<file path="src/logic/cache_params.svh">
`ifndef CACHE_PARAMS_SVH
`define CACHE_PARAMS_SVH

// processor and memory address width, word granular
`define CACHE_ADDR_BITS 32
`define CACHE_WORD_BITS 32

// one block is one four-beat burst
`define CACHE_BLOCK_WORDS 4
`define CACHE_SETS 64

// address bits above index and word offset
`define CACHE_TAG_BITS 24

`endif

</file>
<file path="src/logic/cache_types_pkg.sv">
`default_nettype none

`include "cache_params.svh"

package cache_types_pkg;

	typedef logic [`CACHE_WORD_BITS-1:0] word_t;
	typedef logic [`CACHE_ADDR_BITS-1:0] addr_t;

	typedef logic [$clog2(`CACHE_SETS)-1:0] index_t;
	typedef logic [$clog2(`CACHE_BLOCK_WORDS)-1:0] offset_t; // word within block
	typedef logic [`CACHE_TAG_BITS-1:0] tag_t;

	// stored per way and per set
	typedef struct packed {
		logic valid;
		logic dirty; // block differs from memory
		tag_t tag;
	} tag_entry_t;

	// word 0 in the low bits
	typedef word_t [`CACHE_BLOCK_WORDS-1:0] block_t;

endpackage

`default_nettype wire

</file>
<file path="src/logic/cache_ctrl_pkg.sv">
`default_nettype none

`include "cache_params.svh"

package cache_ctrl_pkg;

	typedef enum logic [2:0] {
		IDLE,
		LOOKUP,
		WRITEBACK, // dirty victim goes out
		FILL, // new block comes in
		INSTALL
	} fsm_state_t;

	typedef logic [$clog2(`CACHE_BLOCK_WORDS)-1:0] beat_t;

endpackage

`default_nettype wire

</file>
<file path="src/logic/line_buffer.sv">
`default_nettype none

`include "cache_params.svh"

module line_buffer (
	input logic clk,
	input logic reset,
	input logic beat,
	input logic load_evict,
	input cache_types_pkg::block_t evict_block,
	input cache_types_pkg::word_t rdata_mem,
	output cache_types_pkg::word_t wdata_mem,
	output cache_types_pkg::block_t fill_block,
	output logic burst_done
);

	cache_ctrl_pkg::beat_t count; // wraps back to 0 after the last beat
	cache_types_pkg::block_t evict_q;

	assign burst_done = beat && (count == cache_ctrl_pkg::beat_t'(`CACHE_BLOCK_WORDS - 1));
	assign wdata_mem = evict_q[0];

	always_ff @(posedge clk or negedge reset) begin
		if (!reset) begin
			count <= '0;
		end else if (beat) begin
			count <= count + 1'b1;
		end
	end

	// read beats land in order, word 0 first
	always_ff @(posedge clk) begin
		if (beat) begin
			fill_block[count] <= rdata_mem;
		end
	end

	always_ff @(posedge clk) begin
		if (load_evict) begin
			evict_q <= evict_block;
		end else if (beat) begin
			evict_q <= evict_q >> `CACHE_WORD_BITS; // next word down to slot 0
		end
	end

endmodule

`default_nettype wire

</file>
<file path="config.mk">
export PLATFORM = sky130hd
export DESIGN_NAME = line_buffer
export DESIGN_NICKNAME = d
export VERILOG_FILES = /design/src/logic/cache_types_pkg.sv /design/src/logic/cache_ctrl_pkg.sv /design/src/logic/line_buffer.sv
export VERILOG_INCLUDE_DIRS = /design/src /design/src/logic
export SDC_FILE = /design/constraint.sdc
export NUM_CORES = 1
export LEC_CHECK = 0
export BUFFER_PORTS_ARGS = -buffer_cell sky130_fd_sc_hd__buf_2
export CAP_MARGIN = 20
export CORE_UTILIZATION = 40
export DETAILED_ROUTE_END_ITERATION = 8
export PLACE_DENSITY = 0.66
export SYNTH_ARGS = -nofsm -noshare
export SYNTH_HDL_FRONTEND = slang
export SYNTH_SLANG_ARGS = --single-unit
</file>
<file path="constraint.sdc">
create_clock -name clk -period 4.6 [get_ports clk]
set_input_delay 0.92 -clock clk [delete_from_list [all_inputs] [get_ports clk]]
set_output_delay 0.92 -clock clk [all_outputs]
set_load 0.02 [all_outputs]
</file>
==> flow_summary_export.csv <==
group,metric,value,unit
outcome,status,"finished clean",
finish,final_nets,928,
grt,overflow,0,
critical_path,end_kind,"output pin",
finish,layout_common_cells,"buf_2 (323), edfxtp_1 (256), mux2_1 (77)",
finish,final_common_cell,"buf_2",
job,maxCapViolCount,0,
floorplanning,die_x,156,um
grt,antenna_found_initial,3,
timing,tightest_slew,0.847,ns
yosys,yosysTopAreaCell,"edfxtp_1",
timing,setup-tns-final,0,ns
timing,fin_crit,2.46,ns
route,vias,5014,
yosys,ys_seq_area_frac,0.815,
yosys,synth_top_cell_area_share,0.810,
floorplanning,rows,56,
timing,min_period_over_period,0.536,
grt,grt_pass1_wl,29200,um
timing,maxSlewViolCount,0,
yosys,syn_inst,445,
hold_path,hp-class,"primary input to async pin",
finish,drive_gt1_frac,0.500,
critical_path,path_max_fanout,4,
clock_network,insertion_delay,0.53,ns
clock_network,cts_setup_buffers,0,
floorplanning,coreArea,23400,um2
yosys,syn-num-nets,613,
route,drc,0,
route,drt_wl_total,20100,um
route,drt_pre_antenna_iters,4,
timing,final-setup-viol-count,0,
timing,clock_skew,0.0113,ns
clock_network,cts_tree,"done",
clock_network,hold_buffers,0,
clock_network,cts_root_buf,"clkbuf_16",
critical_path,startpoint_type,"register",
route,ant_nets,0,
floorplanning,io_pins,325,
timing,max_slew_margin,0.436,
timing,fmax,406,MHz
route,viasPerCell,4.56,
clock_network,h-tree-depth,1,
power_and_ir_drop,p_leak,4.80,nW
yosys,synthTopCellsByArea,"edfxtp_1 (81%), mux2_1 (9.1%), buf_4 (2.5%)",
yosys,syn_area_per_cell,21.3,um2
route,drtIter0Drc,225,
grt,grt_max_degree,73,
placement,place_inst,1050,
placement,io_buffers,324,
critical_path,arrival,1.54,ns
timing,setup_slack,2.14,ns
yosys,ys_types,14,
grt,grt_pass1_vias,5265,
finish,nFillCells,1991,
finish,area_growth,27.0,%
power_and_ir_drop,powerDensity,494,nW/um2
grt,grtUsageTotal,0.161,
timing,rsz0062_at_grt,"false",
clock_network,cts.clk_slew.worst_paths,0.06,ns
yosys,synth_area,9490,um2
floorplanning,fp.dieH,156,um
floorplanning,start_util,0.406,
power_and_ir_drop,ir_drop,0.000432,V
placement,dp_hpwl,13700,um
clock_network,ctsLongestPathBuffers,3,
finish,layoutNonFillerInstCount,1100,
clock_network,cts_buffers,27,
floorplanning,die_area,24300,um2
clock_network,clock-sinks,258,
clock_network,cts_resized,0,
route,wire_per_inst,18.3,um
placement,dp_slack,2.02,ns
critical_path,critical_path_class,"register to output pin",
critical_path,cp.required,3.68,ns
placement,gp_congestion,0.732,
yosys,yosysWarningCount,0,
yosys,synth-seq-cells,258,
timing,hold_violations,0,
[worst max-delay path, stage by stage, from the launching register on]
cell and delay, ns:
dfrtp_1 0.42, ha_1 0.22, and2_1 0.19, buf_2 0.18
[cells by family (layout without fill, tap and decap cells)]
logic type | after synthesis | in the layout | share of synthesized area
DFF | 258 | 258 | 0.815
muxes | 97 | 97 | 0.115
buffers and inverters | 48 | 383 | 0.0392
and+or+nand+nor | 37 | 37 | 0.0244
adders and majority gates | 4 | 4 | 0.00527
xor gates and xnor gates | 1 | 1 | 0.000923
other | 0 | 1 | 0
[worst paths after layout]
kind	from	endpoint	slack, ns	cells past startpoint
worst max register to register	count[0]$_DFFE_PN0P_	fill_block[120]$_DFFE_PP_	2.95	3
min in group clk	evict_q[75]$_DFFE_PP_	evict_q[43]$_DFFE_PP_	0.52	1
worst min register to register	evict_q[75]$_DFFE_PP_	evict_q[43]$_DFFE_PP_	0.52	1
worst min-delay path	reset	count[1]$_DFFE_PN0P_	0.16	1
max in group asynchronous	reset	count[0]$_DFFE_PN0P_	4.35	1
worst max-delay path	count[0]$_DFFE_PN0P_	burst_done	2.14	3
[stage by stage]
step	util	hold WS (ns)	total power, mW	area [um2]
floorplan	-	0.491	3.64	9490
CTS	0.515	0.136	6.04	12100
finish	0.515	0.160	5.96	12100
detailed placement	0.480	0.511	3.99	11200
global placement	0.480	0.504	3.97	11200
global route	0.515	0.139	6.19	12100
[where the power goes]
part | leakage (nW) | internal, mW | switching, mW
Combinational | 1.87 | 0.274 | 0.594
Clock | 0.403 | 1.18 | 0.853
Sequential | 2.52 | 2.98 | 0.0770
[flip-flops by register name (all words and copies together) (netlist names)]
| signal | cells |
|---|---|
| fill_block | 128 |
| count | 2 |
| evict_q | 96 |
| wdata_mem | 32 |
[synthesized netlist by cell type]
master	number
buf_2	2
and2_1	36
ha_1	4
mux2_2	20
dfrtp_1	2
clkbuf_1	2
edfxtp_1	256
inv_1	2
buf_4	32
clkbuf_2	1
or2_2	1
xor2_1	1
buf_6	9
mux2_1	77
[layer usage]
layer | vias up | routed length (um) | global-route usage
li1 | 2303 | - | -
met1 | 2423 | 7600 | 0.185
met2 | 246 | 9520 | 0.267
met3 | 38 | 2440 | 0.0750
met4 | 4 | 527 | 0.0481
met5 | - | 25 | 0
[area by class of cell]
type                    instances  area [um2]  share of cell area
inverters                       2        7.51            0.000623
flip-flops and latches        258        7740               0.642
clock inverters                19         143              0.0118
repair buffers                332        1700               0.141
diodes                          1        2.50            0.000208
well taps                     319         399              0.0331
multi-input cells             139        1390               0.115
clock buffers                  30         687              0.0570
No activity file was read; power rests on OpenSTA's default activity.
