--- src/logic/cache_params.svh ---
`ifndef CACHE_PARAMS_SVH
`define CACHE_PARAMS_SVH

// processor and memory address width, word granular
`define CACHE_ADDR_BITS 32
`define CACHE_WORD_BITS 32

// one block is one four-beat burst
`define CACHE_BLOCK_WORDS 4
`define CACHE_SETS 64

// address bits above index and word offset
`define CACHE_TAG_BITS 24

`endif

--- src/logic/cache_types_pkg.sv ---
`default_nettype none

`include "cache_params.svh"

package cache_types_pkg;

	typedef logic [`CACHE_WORD_BITS-1:0] word_t;
	typedef logic [`CACHE_ADDR_BITS-1:0] addr_t;

	typedef logic [$clog2(`CACHE_SETS)-1:0] index_t;
	typedef logic [$clog2(`CACHE_BLOCK_WORDS)-1:0] offset_t; // word within block
	typedef logic [`CACHE_TAG_BITS-1:0] tag_t;

	// stored per way and per set
	typedef struct packed {
		logic valid;
		logic dirty; // block differs from memory
		tag_t tag;
	} tag_entry_t;

	// word 0 in the low bits
	typedef word_t [`CACHE_BLOCK_WORDS-1:0] block_t;

endpackage

`default_nettype wire

--- src/logic/set_ram.sv ---
`default_nettype none

`include "cache_params.svh"

// one way of the cache, tags or data depending on entry_t
module set_ram #(
	parameter type entry_t = logic
) (
	input logic clk,
	input logic reset,
	input cache_types_pkg::index_t index,
	input logic we,
	input entry_t wdata,
	output entry_t rdata
);

	entry_t mem [`CACHE_SETS];

	always_ff @(posedge clk or negedge reset) begin
		if (!reset) begin
			for (int i = 0; i < `CACHE_SETS; i++) begin
				mem[i] <= '0; // no valid bits after reset
			end
		end else if (we) begin
			mem[index] <= wdata;
		end
	end

	assign rdata = mem[index]; // combinational read

endmodule

`default_nettype wire

--- config.mk ---
export PLATFORM = sky130hd
export DESIGN_NAME = set_ram
export DESIGN_NICKNAME = d
export VERILOG_FILES = /design/src/logic/cache_types_pkg.sv /design/src/logic/set_ram.sv
export VERILOG_INCLUDE_DIRS = /design/src /design/src/logic
export SDC_FILE = /design/constraint.sdc
export NUM_CORES = 1
export LEC_CHECK = 0
export ABC_CLOCK_PERIOD_IN_PS = 2900
export BUFFER_PORTS_ARGS = -buffer_cell sky130_fd_sc_hd__buf_2
export CAP_MARGIN = 10
export CORE_MARGIN = 4
export CORE_UTILIZATION = 45
export CTS_CLUSTER_DIAMETER = 150
export CTS_CLUSTER_SIZE = 12
export DETAILED_ROUTE_END_ITERATION = 10
export GPL_TIMING_DRIVEN = 0
export PLACE_DENSITY = 0.64
export SLEW_MARGIN = 20
export SYNTH_ARGS = -nofsm -noshare
export SYNTH_HDL_FRONTEND = slang
export SYNTH_SLANG_ARGS = --single-unit
--- constraint.sdc ---
create_clock -name clk -period 2.9 [get_ports clk]
set_clock_uncertainty 0.15 [all_clocks]
set_input_delay 0.29 -clock clk [delete_from_list [all_inputs] [get_ports clk]]
set_output_delay 0.29 -clock clk [all_outputs]
set_load 0.02 [all_outputs]
==> results of run 1 <==
==> repair_timing <==
item	4_1_cts	5_1_grt
hold buffers	1	0
endpoints found under the hold margin	21	0
resized for setup	1	4
setup endpoints to repair	1	1
==> power groups by stage <==
stage	Combinational (W)	Clock, W	Sequential [W]
4_1_cts	0.000326	0.000787	0.00107
2_1_floorplan	0.000237	0	0.00106
5_1_grt	0.000359	0.000821	0.00108
6_report	0.000327	0.000773	0.00107
3_5_place_dp	0.000324	0	0.00109
3_3_place_gp	0.000310	0	0.00108
==> synth_stat cells (2+ instances only) <==
library cell  instances  area share
a22oi_1               4      0.0089
a31oi_1               2      0.0037
and2_1                2      0.0037
and3_1                3      0.0056
buf_1                 2      0.0022
buf_2                 5      0.0075
buf_6                 2      0.0067
clkbuf_1             12       0.013
dfrtp_1              64        0.48
mux2_2               66        0.22
mux2i_1               5       0.015
mux4_2               11       0.074
nand2_1              36       0.040
nand3_1               4      0.0060
nor2_1               38       0.042
nor3_1                3      0.0045
nor3b_1               2      0.0045
nor3b_2               2      0.0075
==> critical path, cell delays in order (launching register included) <==
cell and delay (ns):
dfrtp_1 0.39, mux4_2 0.47, a22oi_2 0.21, o211ai_1 0.11, a21boi_1 0.15, or4_4 0.54
buf_4 0.17
==> per-stage QoR <==
stage / total power (W) / cell area [µm²] / hold slack, ns
finish: 0.00217 / 3770 / 0.220
global route: 0.00226 / 3770 / 0.236
CTS: 0.00218 / 3760 / 0.223
detailed placement: 0.00141 / 3550 / 0.0390
global placement: 0.00139 / 3520 / 0.330
floorplan: 0.00130 / 3360 / -0.156
==> cells by family (layout without fill, tap and decap cells) <==
group	Yosys count	after routing	synth area share
compound gates	15	15	0.0332
mux	83	83	0.318
buf+inv	22	44	0.0320
simple gates	102	102	0.140
flops	64	64	0.477
==> layer usage <==
metal | up-vias | wire length (µm) | share of wire | global-route usage
li1 | 1055 | - | - | -
met1 | 1207 | 3750 | 0.48 | 0.272
met2 | 56 | 3700 | 0.47 | 0.308
met3 | 10 | 351 | 0.044 | 0.0486
met4 | 0 | 94 | 0.012 | 0.0493
met5 | - | 0 | 0 | 0
==> layout make-up <==
| class | instances | share of cell area |
|---|---|---|
| buffer | 21 | 0.0289 |
| timing repair buffer | 9 | 0.0206 |
| multi-input combinational | 200 | 0.441 |
| clock inverter | 3 | 0.0113 |
| sequential | 64 | 0.425 |
| tap | 99 | 0.0329 |
| clock buffer | 11 | 0.0402 |
==> worst paths after layout <==
check,cells after the start,to,slack [ns]
setup reg to reg,1,mem[28]$_DFFE_PN0P_,1.97
min in group clk,4,mem[30]$_DFFE_PN0P_,0.31
setup / recovery,6,rdata,0.09
hold reg to reg,1,mem[15]$_DFFE_PN0P_,0.35
hold / removal,2,mem[38]$_DFFE_PN0P_,0.22
max in group asynchronous,3,mem[63]$_DFFE_PN0P_,1.87
==> results.ini, run 1 <==
[global_routing]
grt_pass1_vias = 2429
grt-ovfl-total = 0
gr-usage-all-layers = 0.195
grt_max_degree = 47
antenna_found_initial = 0
grt_pass1_wl_mm = 12.9

[cells_and_area]
seq_area_um2 = 1600
multi_input_area_um2 = 1660
top_register = mem
largest_reg_flops = 64
final_cell_mix = mux2_2, dfrtp_1, nor2_1
fin_util = 0.520
antenna_cells = 0
syn_to_final_growth_pct = 12.2
final_nets = 315
nFillCells = 648
drive_gt1_frac = 0.370
reg.largest.list = mem (64)
final_cells = 407
mostFrequentLayoutCell = mux2_2

[synth]
yosysUniqueCellTypes = 41
synth_area_per_cell_um2 = 11.7
ys_warn_count = 0
synth_nets = 296
synth_edf_count = 0
ys_seq_area_frac = 0.477
async_reset_ff_frac = 1.00
synth_seq_cells = 64
synth_area_um2 = 3360
syn_inst = 286
synth_top_flop_cell = dfrtp_1

[clocking]
clk_path_buf_depth = 2
cts_tree = done
cts_root_buffer = clkbuf_8
clkTransAtPathRegs_ns = 0.07
htree_levels = 3
cts_sinks = 64
clk_latency_ns = 0.33
numCtsBuffers = 9
cts_setup_buffers = 0

[outcome]
status = finished, final reports clean

[place]
place_hpwl_mm = 5.37
dp.cells = 393
dp_slack_ns = -0.00902
io_buffers = 7
gp_congestion = 0.897

[critical_path]
worst-setup-path-type = reg -> out
critPathRequiredTime_ns = 2.46
critPathMaxFanout = 2
reg2reg_from = mem[28]$_DFFE_PN0P_
cp-start-kind = flip-flop
end_kind = output pin
crit_path_start = mem[27]$_DFFE_PN0P_
crit_arrival_ns = 2.37

[timing]
timing.fmax_mhz = 356
setup_viol = 0
finalHoldViolCount = 0
setup_ws_ns = 0.0877
worst_slew_pin_slew_ns = 0.768
finalSetupTns_ns = 0
rsz0062_at_grt = false
drv_slew = 0
layout_min_cycle_time_ns = 2.81
period_share = 0.970
relSlewSlack = 0.486

[routing]
drt_iter0_drc = 125
viasPerCell = 5.72
detail-route-antenna-nets = 0
drc = 0
num_vias = 2328
drt_first_pass_iters = 4
wl_per_cell_um = 19.4
drt-total-wl_mm = 7.90

[pwr]
peakVddDrop_uv = 256
clkPwrFrac = 0.357
p_int_w = 0.00162
p_sw_w = 0.000548
combPwrFrac = 0.151
seqPwrFrac = 0.493
leakage_nw = 1.64
switching_share = 0.253
power_density_nw_per_um2 = 576

[floorplanning]
core_area_um2 = 7250
die-height_um = 94.4
initial_core_util = 0.463
dieWidth_um = 94.4
top_level_ports = 11
row_count = 31
die_area_um2 = 8910

[min_path]
min_path_type = in -> async

[flow_run]
maxCapViolCount = 0

(Power assumes the default switching activity.)
==> run 2, diff against run 1 <==
Settings changed: CTS_CLUSTER_SIZE 12 to not set, REMOVE_ABC_BUFFERS set to 1.
==> results.ini, run 2 (synthesis results as in run 1) <==
[routing]
drt_first_pass_iters = 4
detail-route-antenna-nets = 0
drc = 0
drt_iter0_drc = 98
viasPerCell = 5.56
num_vias = 2163
drt-total-wl_mm = 7.12
wl_per_cell_um = 18.3

[cells_and_area]
reg.largest.list = mem (64)
antenna_cells = 0
mostFrequentLayoutCell = mux2_2
drive_gt1_frac = 0.369
top_register = mem
syn_to_final_growth_pct = 8.72
fin_util = 0.503
largest_reg_flops = 64
final_nets = 297
nFillCells = 674
final_cells = 389
final_cell_mix = mux2_2, dfrtp_1, nor2_1

[global_routing]
grt_pass1_wl_mm = 11.8
grt_use_met2 = 0.277
top_usage_layer = met2
grt_use_met3 = 0.0550
use_met1 = 0.235
grt_max_degree = 65
gr-usage-all-layers = 0.178
grt-ovfl-total = 0
grt_pass1_vias = 2233
antenna_found_initial = 0

[critical_path]
max_stage_delay_ns = 0.49
cpMaxStageDelayCell = or4_4
cp-start-kind = flip-flop
worstPathCellList = mux4_2 > a22oi_2 > o211ai_1 > a21boi_2 > or4_4 > buf_6
ff2ff_setup_slack_ns = 1.98
end_kind = output pin
crit_arrival_ns = 2.32
critPathMaxFanout = 2
worst-setup-path-type = reg -> out
critPathRequiredTime_ns = 2.46
cp_num_buf_inv = 1
critical-path-top-delay-family = compound AO/OA/AOI/OAI gates

[floorplanning]
core_area_um2 = 7250
die_area_um2 = 8910
dieWidth_um = 94.4
row_count = 31
initial_core_util = 0.463
die-height_um = 94.4
top_level_ports = 11

[clocking]
htree_levels = 3
clk_path_buf_depth = 2
cts_root_buffer = clkbuf_8
cts_setup_buffers = 0
clkTransAtPathRegs_ns = 0.07
clk_latency_ns = 0.33
cts_sinks = 64
numCtsBuffers = 9
cts_tree = done

[place]
gp_congestion = 0.719
io_buffers = 10
dp.cells = 374
place_hpwl_mm = 4.40
dp_slack_ns = -0.148

[min_path]
min_path_type = in -> async

[timing]
worst_slew_pin_slew_ns = 1.00
timing.fmax_mhz = 362
setup_viol = 0
rsz0062_at_grt = false
relSlewSlack = 0.330
layout_min_cycle_time_ns = 2.76
finalHoldViolCount = 0
setup_ws_ns = 0.141
drv_slew = 0
period_share = 0.951
hold_ws_ns = 0.212

[pwr]
leakage_nw = 1.58
power_density_nw_per_um2 = 552
peakVddDrop_uv = 229

[outcome]
status = finished, final reports clean

[flow_run]
maxCapViolCount = 0

[run 2: cell types whose count changed in the layout (fill, tap and decap cells not counted), sizes merged]
cell,change
bufinv,-1
clkinvlp,-1
clkbuf,-11
buf,-5
[run 2: area by class of cell]
type                            instances  area (µm²)  area share
Multi-Input combinational cell        200        1670       0.456
Clock inverter                          1        5.00     0.00137
Tap cell                               99         124      0.0339
Sequential cell                        64        1600       0.439
Clock buffer                           13         149      0.0408
Timing Repair Buffer                   12         105      0.0288
[run 2: timing repair]
action,CTS,global route
resized for setup,1,7
gates cloned,0,0
hold buffers,1,0
endpoints found under the hold margin,64,0
endpoints found under the setup margin,1,1
pin swaps,0,2
[run 2: path summary, 6_finish.rpt]
| path | startpoint | end | cells past startpoint |
|---|---|---|---|
| setup / recovery | mem[24]$_DFFE_PN0P_ | rdata | 6 |
| hold / removal | reset | mem[35]$_DFFE_PN0P_ | 2 |
| setup reg to reg | mem[7]$_DFFE_PN0P_ | mem[7]$_DFFE_PN0P_ | 1 |
| hold reg to reg | mem[40]$_DFFE_PN0P_ | mem[40]$_DFFE_PN0P_ | 1 |
| max in group asynchronous | reset | mem[10]$_DFFE_PN0P_ | 3 |
| min in group clk | mem[40]$_DFFE_PN0P_ | mem[40]$_DFFE_PN0P_ | 1 |
[run 2: layer usage]
layer / up-vias / share of wire
li1: 1011 / -
met1: 1109 / 0.47
met2: 35 / 0.47
met3: 8 / 0.044
met4: 0 / 0.015
met5: - / 0
[run 2: per-stage QoR]
stage	instance area [µm²]	total power, W	setup TNS [ns]
2_1_floorplan	3250	0.00127	0
3_3_place_gp	3420	0.00137	-0.143
3_5_place_dp	3460	0.00139	-0.148
4_1_cts	3630	0.00204	0
5_1_grt	3650	0.00212	0
6_report	3650	0.00202	0
[run 2: power breakdown]
part / internal [W] / switching [W]
Combinational: 0.000171 / 0.000138
Sequential: 0.00101 / 0.0000561
Clock: 0.000324 / 0.000316
