### config.mk
export PLATFORM = sky130hd
export DESIGN_NAME = way_select
export DESIGN_NICKNAME = d
export VERILOG_FILES = /design/src/logic/cache_types_pkg.sv /design/src/logic/way_select.sv
export VERILOG_INCLUDE_DIRS = /design/src /design/src/logic
export SDC_FILE = /design/constraint.sdc
export NUM_CORES = 1
export LEC_CHECK = 0
export BUFFER_PORTS_ARGS = -buffer_cell sky130_fd_sc_hd__buf_2
export CORE_AREA = 3 3 266 268
export CTS_CLUSTER_DIAMETER = 40
export CTS_CLUSTER_SIZE = 40
export DETAILED_ROUTE_END_ITERATION = 8
export DIE_AREA = 0 0 269 271
export SLEW_MARGIN = 20
export SYNTH_ARGS = -nofsm -noshare
export SYNTH_HDL_FRONTEND = slang
export SYNTH_SLANG_ARGS = --single-unit
### constraint.sdc
create_clock -name clk -period 6.6 [get_ports clk]
set_clock_uncertainty 0.2 [all_clocks]
set_input_delay 1.32 -clock clk [delete_from_list [all_inputs] [get_ports clk]]
set_output_delay 1.32 -clock clk [all_outputs]
set_load 0.1 [all_outputs]
### src/logic/cache_params.svh
`ifndef CACHE_PARAMS_SVH
`define CACHE_PARAMS_SVH

// processor and memory address width, word granular
`define CACHE_ADDR_BITS 32
`define CACHE_WORD_BITS 32

// one block is one four-beat burst
`define CACHE_BLOCK_WORDS 4
`define CACHE_SETS 64

// address bits above index and word offset
`define CACHE_TAG_BITS 24

`endif

### src/logic/cache_types_pkg.sv
`default_nettype none

`include "cache_params.svh"

package cache_types_pkg;

	typedef logic [`CACHE_WORD_BITS-1:0] word_t;
	typedef logic [`CACHE_ADDR_BITS-1:0] addr_t;

	typedef logic [$clog2(`CACHE_SETS)-1:0] index_t;
	typedef logic [$clog2(`CACHE_BLOCK_WORDS)-1:0] offset_t; // word within block
	typedef logic [`CACHE_TAG_BITS-1:0] tag_t;

	// stored per way and per set
	typedef struct packed {
		logic valid;
		logic dirty; // block differs from memory
		tag_t tag;
	} tag_entry_t;

	// word 0 in the low bits
	typedef word_t [`CACHE_BLOCK_WORDS-1:0] block_t;

endpackage

`default_nettype wire

### src/logic/way_select.sv
`default_nettype none

`include "cache_params.svh"

module way_select (
	input logic clk,
	input logic reset,
	input cache_types_pkg::index_t index,
	input cache_types_pkg::offset_t offset,
	input cache_types_pkg::tag_t req_tag,
	input cache_types_pkg::word_t req_word,
	input cache_types_pkg::tag_entry_t tag_0,
	input cache_types_pkg::tag_entry_t tag_1,
	input cache_types_pkg::block_t block_0,
	input cache_types_pkg::block_t block_1,
	input cache_types_pkg::block_t fill_block,
	input logic use_fill,
	input logic touch,
	output logic hit,
	output logic hit_way,
	output logic victim_way,
	output logic victim_dirty,
	output cache_types_pkg::tag_t victim_tag,
	output cache_types_pkg::word_t read_word,
	output cache_types_pkg::block_t merged_block
);

	logic [`CACHE_SETS-1:0] lru; // set bit means way 1 is least recently used
	logic hit_0;
	logic hit_1;
	logic sel_way;
	cache_types_pkg::tag_entry_t victim_entry;
	cache_types_pkg::block_t base_block;

	assign hit_0 = tag_0.valid && (tag_0.tag == req_tag);
	assign hit_1 = tag_1.valid && (tag_1.tag == req_tag);
	assign hit = hit_0 | hit_1;
	assign hit_way = hit_1;

	assign victim_way = lru[index];
	assign victim_entry = victim_way ? tag_1 : tag_0;
	assign victim_dirty = victim_entry.valid & victim_entry.dirty; // needs a writeback
	assign victim_tag = victim_entry.tag;

	// on a miss the victim block passes through, which feeds the evict register
	assign sel_way = hit ? hit_way : victim_way;
	assign base_block = use_fill ? fill_block : (sel_way ? block_1 : block_0);
	assign read_word = base_block[offset];

	always_comb begin
		merged_block = base_block;
		merged_block[offset] = req_word;
	end

	always_ff @(posedge clk or negedge reset) begin
		if (!reset) begin
			lru <= '0;
		end else if (touch) begin
			lru[index] <= ~hit_way; // other way becomes the victim
		end
	end

endmodule

`default_nettype wire

==> results.toml, run 1 <==
[run_status]
outcome = "finished, final reports clean"

[logic_synthesis]
syn-num-nets = 1674
synth-edff-count = 0
synthXorXnorAreaFrac_pct = 4.06
yosysTopAreaCellShare_pct = 15.5
synth.avg_cell_area_um2 = 8.85
synth_area_um2 = 10300
synth_compound_area_share_pct = 14.2
synthSimpleGateAreaFrac_pct = 12.7
ys_types = 58
synthAdderAreaFrac_pct = 0
synth_common_cells = "nor2_1, a21oi_1, mux2i_1"
synth_cells = 1170
synth_ff_type = "dfrtp_1"
synth-seq-cells = 64
muxShareOfSynthArea_pct = 48.1
synth_top_family_by_area = "multiplexers"
ys_async_sr_fraction_pct = 100
yosys_warnings = 0
synth_top_area_cell = "dfrtp_1"
synthTopCellsByArea = "dfrtp_1, mux4_2, mux2i_1"
yosysSeqAreaShare_pct = 15.5
synth_most_common_cell = "nor2_1"

[power_and_ir_drop]
netSwitchingFraction_pct = 56.6
p_switching_mw = 2.05
intPower_mw = 1.57
powerDensity_nw_per_um2 = 231
p_leak_nw = 7.20
share_seq_of_total_power_pct = 14.2
ir_worst_vdd_v = 0.000109
p_clk_share_pct = 14.1
power_frac_comb_pct = 71.7
total_power_mw = 3.62

[detailed_routing]
drcViolationCount = 0
viasPerCell = 4.45
vias = 12300
drtAntennaViolNets = 0
drt_wl_total_um = 63800
wl_per_cell_um = 23.1
dr.pass1.iters = 5
drt-initial-drc-count = 917

[worst_setup_path]
slowest_stage = "mux4_2"
start_kind = "input port"
path_depth = 12
cpLargestDelayFamily = "multiplexers"
crit_buf_inv = 5
crit_chain = "buf_2, buf_4, o32ai_1, o31ai_1, o2111ai_2, o41ai_4, buf_4, buf_12, mux2_1, mux4_2, mux2_2, buf_2"
critPathMaxStageDelay_ns = 0.52
critPathKind = "in2out"
worstReg2RegStart = "lru[42]$_DFFE_PN0P_"
cp.required_ns = 5.08
r2r_slack_ns = 5.65
crit_path_end_kind = "output port"
rr_worst_depth = 2
crit_arrival_ns = 4.99
crit_fanout = 30
worstReg2RegEnd = "lru[42]$_DFFE_PN0P_"

[floorplanning]
die_x_um = 269
core_area_um2 = 68600
initial_utilization_pct = 15.1
io_pins = 692
die-area_um2 = 72900
rows = 96
die_h_um = 271

[sta]
finalSetupViolCount = 0
timing.fmax_ghz = 0.153
relSlewSlack_pct = 27.3
setup_tns_ns = 0
rsz0062_at_grt = "yes"
worst_pin_slew_ns = 1.08
min_period_ns = 6.51
finalHoldViolCount = 0
min_period_over_period_pct = 98.7
maxSlewViolCount = 0
fin_ws_ns = 0.0851
hold_ws_ns = 0.327

[clock_network]
root_buffer = "clkbuf_16"
cts_tree = "built"
clkLatencyLatePin_ns = 0.33
cts-htree-levels = 3
clk_pin_slew_worst_paths_ns = 0.05
cts_buffer_depth = 2
cts_buffers = 9
ctsHoldBuffers = 0
clock-sinks = 64

[global_routing]
grt.total_usage_pct = 16.5
grt_max_degree = 108
grt_pass1_vias = 12200
grt-ovfl-total = 0
grt_pass1_wl_um = 86900
antenna_found_initial = 24

[finish]
post-route-util_pct = 22.8
fill_cells = 7562
largest_reg_flops = 64
area_delta_synth_final_pct = 51.4
stdcell_count = 2758
top_register = "lru"
reg_top3 = "lru: 64 flops"
drive_above_1_share_pct = 49.8
fin_nets = 2316
final_cell_area_um2 = 15700

[min_path]
min_to = "lru[3]$_DFFE_PN0P_"
min_path_cells = 2
hp-start = "lru[3]$_DFFE_PN0P_"
min_path_type = "reg2reg"

[place]
place_inst = 2731
gp_congestion = 0.906
hpwl_um = 55100
pre_cts_ws_ns = -0.00314
dpl_cell_area_um2 = 15300
port_buffers = 691

[flow_run]
cap_viol_max_count = 0
[layout by cell type, fill, tap and decap left out, types with 3 or more instances in the layout]
cell type	synthesis	routed
inv_1	9	9
nor3_1	6	5
buf_2	8	658
clkbuf_1	52	3
o31ai_1	3	3
nor4bb_1	3	3
o22ai_1	6	6
nand4_1	5	5
a21oi_1	160	160
nand2b_1	9	7
buf_4	5	39
nand4b_1	5	5
nor4_1	7	7
o32ai_1	6	6
o21ai_1	33	33
nand3_1	4	4
xor2_1	29	29
mux4_2	66	66
mux2i_1	134	134
buf_12	0	34
nand2_1	61	60
clkbuf_16	0	9
diode_2	0	10
o21ai_0	7	6
nor2_1	169	168
xnor2_1	19	19
mux2_1	114	114
mux2_2	72	72
a31oi_1	32	32
nor3b_1	5	5
dfrtp_1	64	64
[power groups by stage]
stage	clock network [mW]	registers, mW	logic [mW]
after floorplan	0	0.501	1.97
after global placement	0	0.521	2.59
after detailed placement	0	0.518	2.61
after CTS	0.514	0.514	2.61
after global routing	0.534	0.522	2.72
final	0.510	0.514	2.59
[how the worst max path moves through the flow]
| stage | startpoint | end | slack, ns |
|---|---|---|---|
| 6_report | index[1] | read_word[4] | 0.09 |
| 5_1_grt | index[0] | read_word[21] | -0.004 |
| 4_1_cts | index[0] | read_word[27] | 0.02 |
| 3_5_place_dp | index[0] | read_word[0] | -0.003 |
| 3_3_place_gp | index[1] | read_word[0] | -0.009 |
| 2_1_floorplan | req_tag[11] | hit | 0.12 |
[layer usage]
layer / vias to the layer above / global-route usage [%] / routed length (um)
met5: - / 0 / 31
met4: 4 / 4.80 / 1610
met3: 78 / 4.48 / 5850
met2: 682 / 29.6 / 32300
met1: 5828 / 19.1 / 24000
li1: 5669 / - / -
[worst register-to-register path, stage by stage, from the launching register on]
cell and delay, ns:
dfrtp_1 0.38, a21oi_1 0.13, a31oi_1 0.07
[layout make-up]
type                       instances  area (um^2)  share of cell area, %
clock inverter                     3         65.1                  0.415
timing repair buffer             734         4300                   27.4
inverter                          11         43.8                  0.280
sequential                        64         1600                   10.2
tap                              931         1160                   7.44
antenna                           10         25.0                  0.160
clock buffer                      13          250                   1.60
multi-input combinational        992         8220                   52.5
[timing repair]
| action | in CTS | in global routing |
|---|---|---|
| resized for setup | 1 | 1 |
| pin swaps | 0 | 1 |
| buffers inserted | 0 | 1 |
| setup endpoints to repair | 1 | 21 |
[cells by family (layout without fill, tap and decap cells)]
family / after synthesis / count (layout)
buffers and inverters: 114 / 761
flip-flops: 64 / 64
XOR/XNOR: 48 / 48
AO/OA/AOI/OAI: 261 / 261
multiplexers: 388 / 388
other: 0 / 10
AND/OR/NAND/NOR: 295 / 295
Power figures use the tool's default switching activity.
==> run 2, diff against run 1 <==
--- a/config.mk
+++ b/config.mk
@@ -12,6 +12,7 @@
 export CTS_CLUSTER_SIZE = 40
 export DETAILED_ROUTE_END_ITERATION = 8
 export DIE_AREA = 0 0 269 271
+export REMOVE_ABC_BUFFERS = 1
 export SLEW_MARGIN = 20
 export SYNTH_ARGS = -nofsm -noshare
 export SYNTH_HDL_FRONTEND = slang
==> run 2 against run 1 <==
Net effect: total power fell by 0.67%; first-iteration DRC count is 0.98% higher; largest power group unchanged; sequential power barely moved; combinational power hardly changed; flip-flop and latch count unchanged; critical path depth up 1; utilization is 0.21 points higher; highest routed layer unchanged; cell count increased by 1.1%.
==> results.toml, run 2 (synthesis results as in run 1) <==
[floorplanning]
core_area_um2 = 68600
die-area_um2 = 72900
io_pins = 692
die_h_um = 271
rows = 96
die_x_um = 269
initial_utilization_pct = 15.1

[power_and_ir_drop]
p_leak_nw = 7.31
ir_worst_vdd_v = 0.000145
powerDensity_nw_per_um2 = 227
total_power_mw = 3.59

[worst_setup_path]
critPathKind = "in2out"
crit_fanout = 24
crit_buf_inv = 5
critPathMaxStageDelay_ns = 0.53
crit_path_end_kind = "output port"
cp.required_ns = 5.08
cpLargestDelayFamily = "multiplexers"
slowest_stage = "or4_1"
crit_arrival_ns = 4.96
start_kind = "input port"
crit_chain = "buf_2, xor2_1, or4_1, nor4_1, o2111ai_2, o41ai_4, buf_6, clkbuf_16, buf_16, mux2_1, mux4_2, mux2_2, buf_4"
r2r_slack_ns = 5.67

[clock_network]
cts-htree-levels = 3
cts_buffer_depth = 2
root_buffer = "clkbuf_16"
clkLatencyLatePin_ns = 0.32
cts_tree = "built"
clock-sinks = 64
clk_pin_slew_worst_paths_ns = 0.05
ctsHoldBuffers = 0
cts_buffers = 9

[detailed_routing]
viasPerCell = 4.54
wl_per_cell_um = 22.6
vias = 12700
drt-initial-drc-count = 926
dr.pass1.iters = 5
drcViolationCount = 0
drtAntennaViolNets = 0
drt_wl_total_um = 63100

[finish]
final_common_cell = "buf_2"
largest_reg_flops = 64
fill_cells = 7546
final_cell_mix = "buf_2, nor2_1, a21oi_1"
drive_above_1_share_pct = 51.0
top_register = "lru"
area_delta_synth_final_pct = 52.8
post-route-util_pct = 23.0
final_cell_area_um2 = 15800
reg_top3 = "lru: 64 flops"
fin_nets = 2349
stdcell_count = 2788

[sta]
fin_ws_ns = 0.116
min_period_ns = 6.48
worst_pin_slew_ns = 0.921
timing.fmax_ghz = 0.154
relSlewSlack_pct = 38.4
rsz0062_at_grt = "no"
maxSlewViolCount = 0
finalSetupViolCount = 0
min_period_over_period_pct = 98.2
finalHoldViolCount = 0

[flow_run]
cap_viol_max_count = 0

[global_routing]
grt.total_usage_pct = 15.8
antenna_found_initial = 20
grt-ovfl-total = 0
grt_pass1_vias = 12500
grt_pass1_wl_um = 85500
grt_max_degree = 93

[place]
port_buffers = 691
pre_cts_ws_ns = 0.0131
gp_congestion = 0.996
dpl_cell_area_um2 = 15400
place_inst = 2761
hpwl_um = 52300

[run_status]
outcome = "finished, final reports clean"

[min_path]
min_path_type = "reg2reg"
==> run 2: cell types whose count changed in the layout (fill, tap and decap cells not counted), moves of 2 or more <==
cell and change:
buf_12 -14, buf_16 +2, buf_2 -11, buf_4 +50
clkbuf_1 -2, clkbuf_4 +4, clkinv_2 +2, diode_2 -2
mux2_1 -2, mux2_2 +2, o31ai_1 -2, o31ai_2 +2
==> run 2: path summary, 6_finish.rpt <==
path                                    start                   to  cells after the start
max in group asynchronous               reset   lru[8]$_DFFE_PN0P_                      1
min reg2reg                lru[6]$_DFFE_PN0P_   lru[6]$_DFFE_PN0P_                      2
max                               req_tag[16]         read_word[9]                     13
min in group asynchronous               reset  lru[49]$_DFFE_PN0P_                      1
max reg2reg                lru[9]$_DFFE_PN0P_   lru[9]$_DFFE_PN0P_                      2
min                        lru[6]$_DFFE_PN0P_   lru[6]$_DFFE_PN0P_                      2
==> run 2: per-stage QoR <==
stage / setup TNS (ns) / hold WS [ns]
finish: 0 / 0.327
global route: 0 / 0.350
CTS: 0 / 0.328
detailed placement: 0 / 0.317
global placement: 0 / 0.305
floorplan: -549.16 / 0.290
==> run 2: repair_timing <==
item | in CTS | in global routing
gates resized for setup | 1 | 55
endpoints found under the setup margin | 2 | 31
pin swaps | 0 | 3
gates cloned | 0 | 2
buffers inserted | 0 | 2
==> run 2: report_power, final <==
group / switching [mW] / internal, mW / total [mW]
combinational: 1.84 / 0.784 / 2.62
sequential: 0.0457 / 0.468 / 0.514
clock: 0.161 / 0.298 / 0.460
total: 2.04 / 1.55 / 3.59
==> run 2: worst register-to-register path: cells and delay by family, from the launching register on <==
kind	cells	cell delay, ns
DFF	1	0.39
AOI/OAI and AO/OA	2	0.17
==> run 2: cell type report <==
cell class,count,area [um^2],area share (%)
diodes,8,20.0,0.127
clock buffers,11,243,1.54
clock inverters,4,45.0,0.285
inverters,11,43.8,0.277
multi-input cells,992,8230,52.1
flip-flops and latches,64,1600,10.1
well taps,931,1160,7.37
repair buffers,767,4460,28.2
==> run 2: layer usage <==
layer | part of all wire, % | GRT usage (%)
met1 | 41 | 20.7
met2 | 46 | 25.3
met3 | 10 | 4.64
met4 | 2.5 | 4.13
met5 | 0.055 | 0
==> run 3, diff against run 2 <==
--- a/config.mk
+++ b/config.mk
@@ -7,12 +7,13 @@
 export NUM_CORES = 1
 export LEC_CHECK = 0
 export BUFFER_PORTS_ARGS = -buffer_cell sky130_fd_sc_hd__buf_2
-export CORE_AREA = 3 3 266 268
+export CORE_AREA = 3 3 270 272
 export CTS_CLUSTER_DIAMETER = 40
 export CTS_CLUSTER_SIZE = 40
 export DETAILED_ROUTE_END_ITERATION = 8
-export DIE_AREA = 0 0 269 271
+export DIE_AREA = 0 0 273 275
 export REMOVE_ABC_BUFFERS = 1
+export SKIP_CTS_REPAIR_TIMING = 1
 export SLEW_MARGIN = 20
 export SYNTH_ARGS = -nofsm -noshare
 export SYNTH_HDL_FRONTEND = slang
==> constraint.sdc (replaced) <==
create_clock -name clk -period 5.6 [get_ports clk]
set_clock_uncertainty 0.2 [all_clocks]
set_input_delay 1.12 -clock clk [delete_from_list [all_inputs] [get_ports clk]]
set_output_delay 1.12 -clock clk [all_outputs]
set_load 0.01 [all_outputs]
==> run 3 against run 2 <==
Net effect: the run now ends with setup timing left; design area increased by 6.2%; wire length increased by 0.88%; cell count increased by 2.8%; die area increased by 3.0%; count of clock-buffer cells in the layout increased by 1; combinational power decreased by 19%; sequential share of layout area decreased by 0.59 points; critical path depth increased by 1; setup slack got worse by 0.28 ns; hold slack about the same; flip-flop and latch count unchanged; critical path type unchanged; critical endpoint is now read_word[10]; highest routed layer unchanged.
==> results.toml, run 3 (synthesis results as in run 1) <==
[flow_run]
cap_viol_max_count = 0

[floorplanning]
rows = 98
initial_utilization_pct = 14.6
die-area_um2 = 75100
io_pins = 692
core_area_um2 = 71000
die_x_um = 273
die_h_um = 275

[clock_network]
root_buffer = "clkbuf_16"
clkLatencyLatePin_ns = 0.33
cts_tree = "built"
cts_buffers = 9
cts-htree-levels = 3
clk_pin_slew_worst_paths_ns = 0.05
cts_buffer_depth = 2
clock-sinks = 64

[sta]
setup_tns_ns = -3.17
maxSlewViolCount = 0
hold_ws_ns = 0.327
finalSetupViolCount = 30
min_period_ns = 5.76
relSlewSlack_pct = 27.2
min_period_over_period_pct = 103
fin_ws_ns = -0.161
worst_pin_slew_ns = 1.09
finalHoldViolCount = 0
timing.fmax_ghz = 0.174
rsz0062_at_grt = "yes"

[power_and_ir_drop]
share_seq_of_total_power_pct = 18.5
p_leak_nw = 8.06
ir_worst_vdd_v = 0.000127
netSwitchingFraction_pct = 38.6
p_switching_mw = 1.26
intPower_mw = 2.00
powerDensity_nw_per_um2 = 194
power_frac_comb_pct = 65.1
p_clk_share_pct = 16.4

[worst_setup_path]
critPathKind = "in2out"
crit_path_end_kind = "output port"
startpoint = "index[0]"
cp.required_ns = 4.28
rr_worst_depth = 2
worstReg2RegEnd = "lru[26]$_DFFE_PN0P_"
start_kind = "input port"
worstReg2RegStart = "lru[26]$_DFFE_PN0P_"
crit_arrival_ns = 4.44
r2r_slack_ns = 4.65
crit_fanout = 8

[place]
hpwl_um = 52300
port_buffers = 691
dpl_cell_area_um2 = 15500
gp_congestion = 0.912

[global_routing]
use_met3_pct = 4.30
grt.total_usage_pct = 14.9
use_met1_pct = 17.9
grt-ovfl-total = 0
grt_max_degree = 93
grt_pass1_wl_um = 83300
grt_pass1_vias = 12500
grt.busiest_layer = "met2"
antenna_found_initial = 37
met2_usage_pct = 25.6

[detailed_routing]
drtAntennaViolNets = 0
dr.pass1.iters = 5
drcViolationCount = 0
drt-initial-drc-count = 851
wl_per_cell_um = 22.2
viasPerCell = 4.51
vias = 12900
drt_wl_total_um = 63700

[finish]
final_cell_mix = "buf_2, nor2_1, a21oi_1"
final_common_cell = "buf_2"
drive_above_1_share_pct = 57.0
fill_cells = 7744
multi_input_area_um2 = 8650
largest_reg_flops = 64
final_cell_area_um2 = 16800
seq_area_um2 = 1600
fin_nets = 2405
area_delta_synth_final_pct = 62.2
reg_top3 = "lru: 64 flops"
top_register = "lru"

[run_status]
violations = "setup timing"
outcome = "finished, violations left"

[min_path]
min_path_type = "reg2reg"
hp-start = "lru[6]$_DFFE_PN0P_"
min_path_cells = 2
min_to = "lru[6]$_DFFE_PN0P_"
==> run 3: layer usage <==
| layer | wire length [um] | vias to the layer above | part of all wire (%) |
|---|---|---|---|
| met1 | 24600 | 6159 | 39 |
| met2 | 30700 | 755 | 48 |
| met5 | 122 | - | 0.19 |
| met4 | 2270 | 18 | 3.6 |
| li1 | - | 5855 | - |
| met3 | 6040 | 148 | 9.5 |
==> run 3: worst max path at each step <==
stage / cells after the start / to
6_report: 14 / read_word[10]
5_1_grt: 14 / read_word[1]
4_1_cts: 14 / read_word[15]
3_5_place_dp: 14 / read_word[15]
3_3_place_gp: 14 / read_word[21]
2_1_floorplan: 8 / read_word[28]
==> run 3: per-stage QoR <==
stage / cells / worst slack, ns / total power, mW / util, %
floorplan: 1067 / -3.35 / 1.54 / -
global placement: 2823 / -0.437 / 2.39 / 21.8
detailed placement: 2823 / -0.443 / 2.40 / 21.8
CTS: 2839 / -0.474 / 2.95 / 22.2
global route: 2860 / -0.263 / 3.43 / 23.6
finish: 2866 / -0.161 / 3.26 / 23.6
==> run 3: power by group through the flow <==
stage               Sequential (mW)  Clock, mW  Combinational, mW
floorplan                     0.590          0              0.951
global placement              0.609          0               1.78
detailed placement            0.609          0               1.79
CTS                           0.603      0.541               1.80
global route                  0.613      0.566               2.25
finish                        0.603      0.533               2.12
==> run 3: cell type report <==
class                   instances  share of cell area [%]
clock inverters                 4                   0.268
clock buffers                  12                    1.41
diodes                         10                   0.149
flip-flops and latches         64                    9.54
multi-input cells             992                    51.6
repair buffers                823                    29.7
inverters                      11                   0.261
well taps                     950                    7.08
==> run 3: worst max-delay path, cell delays in order <==
cell	delay (ns)
buf_12	0.12
buf_12	0.13
nand2b_2	0.10
o22ai_1	0.15
o41ai_4	0.43
o2111ai_4	0.20
o41ai_4	0.37
buf_12	0.21
buf_12	0.19
buf_6	0.14
mux2_4	0.30
mux4_2	0.52
mux2_4	0.30
buf_2	0.14
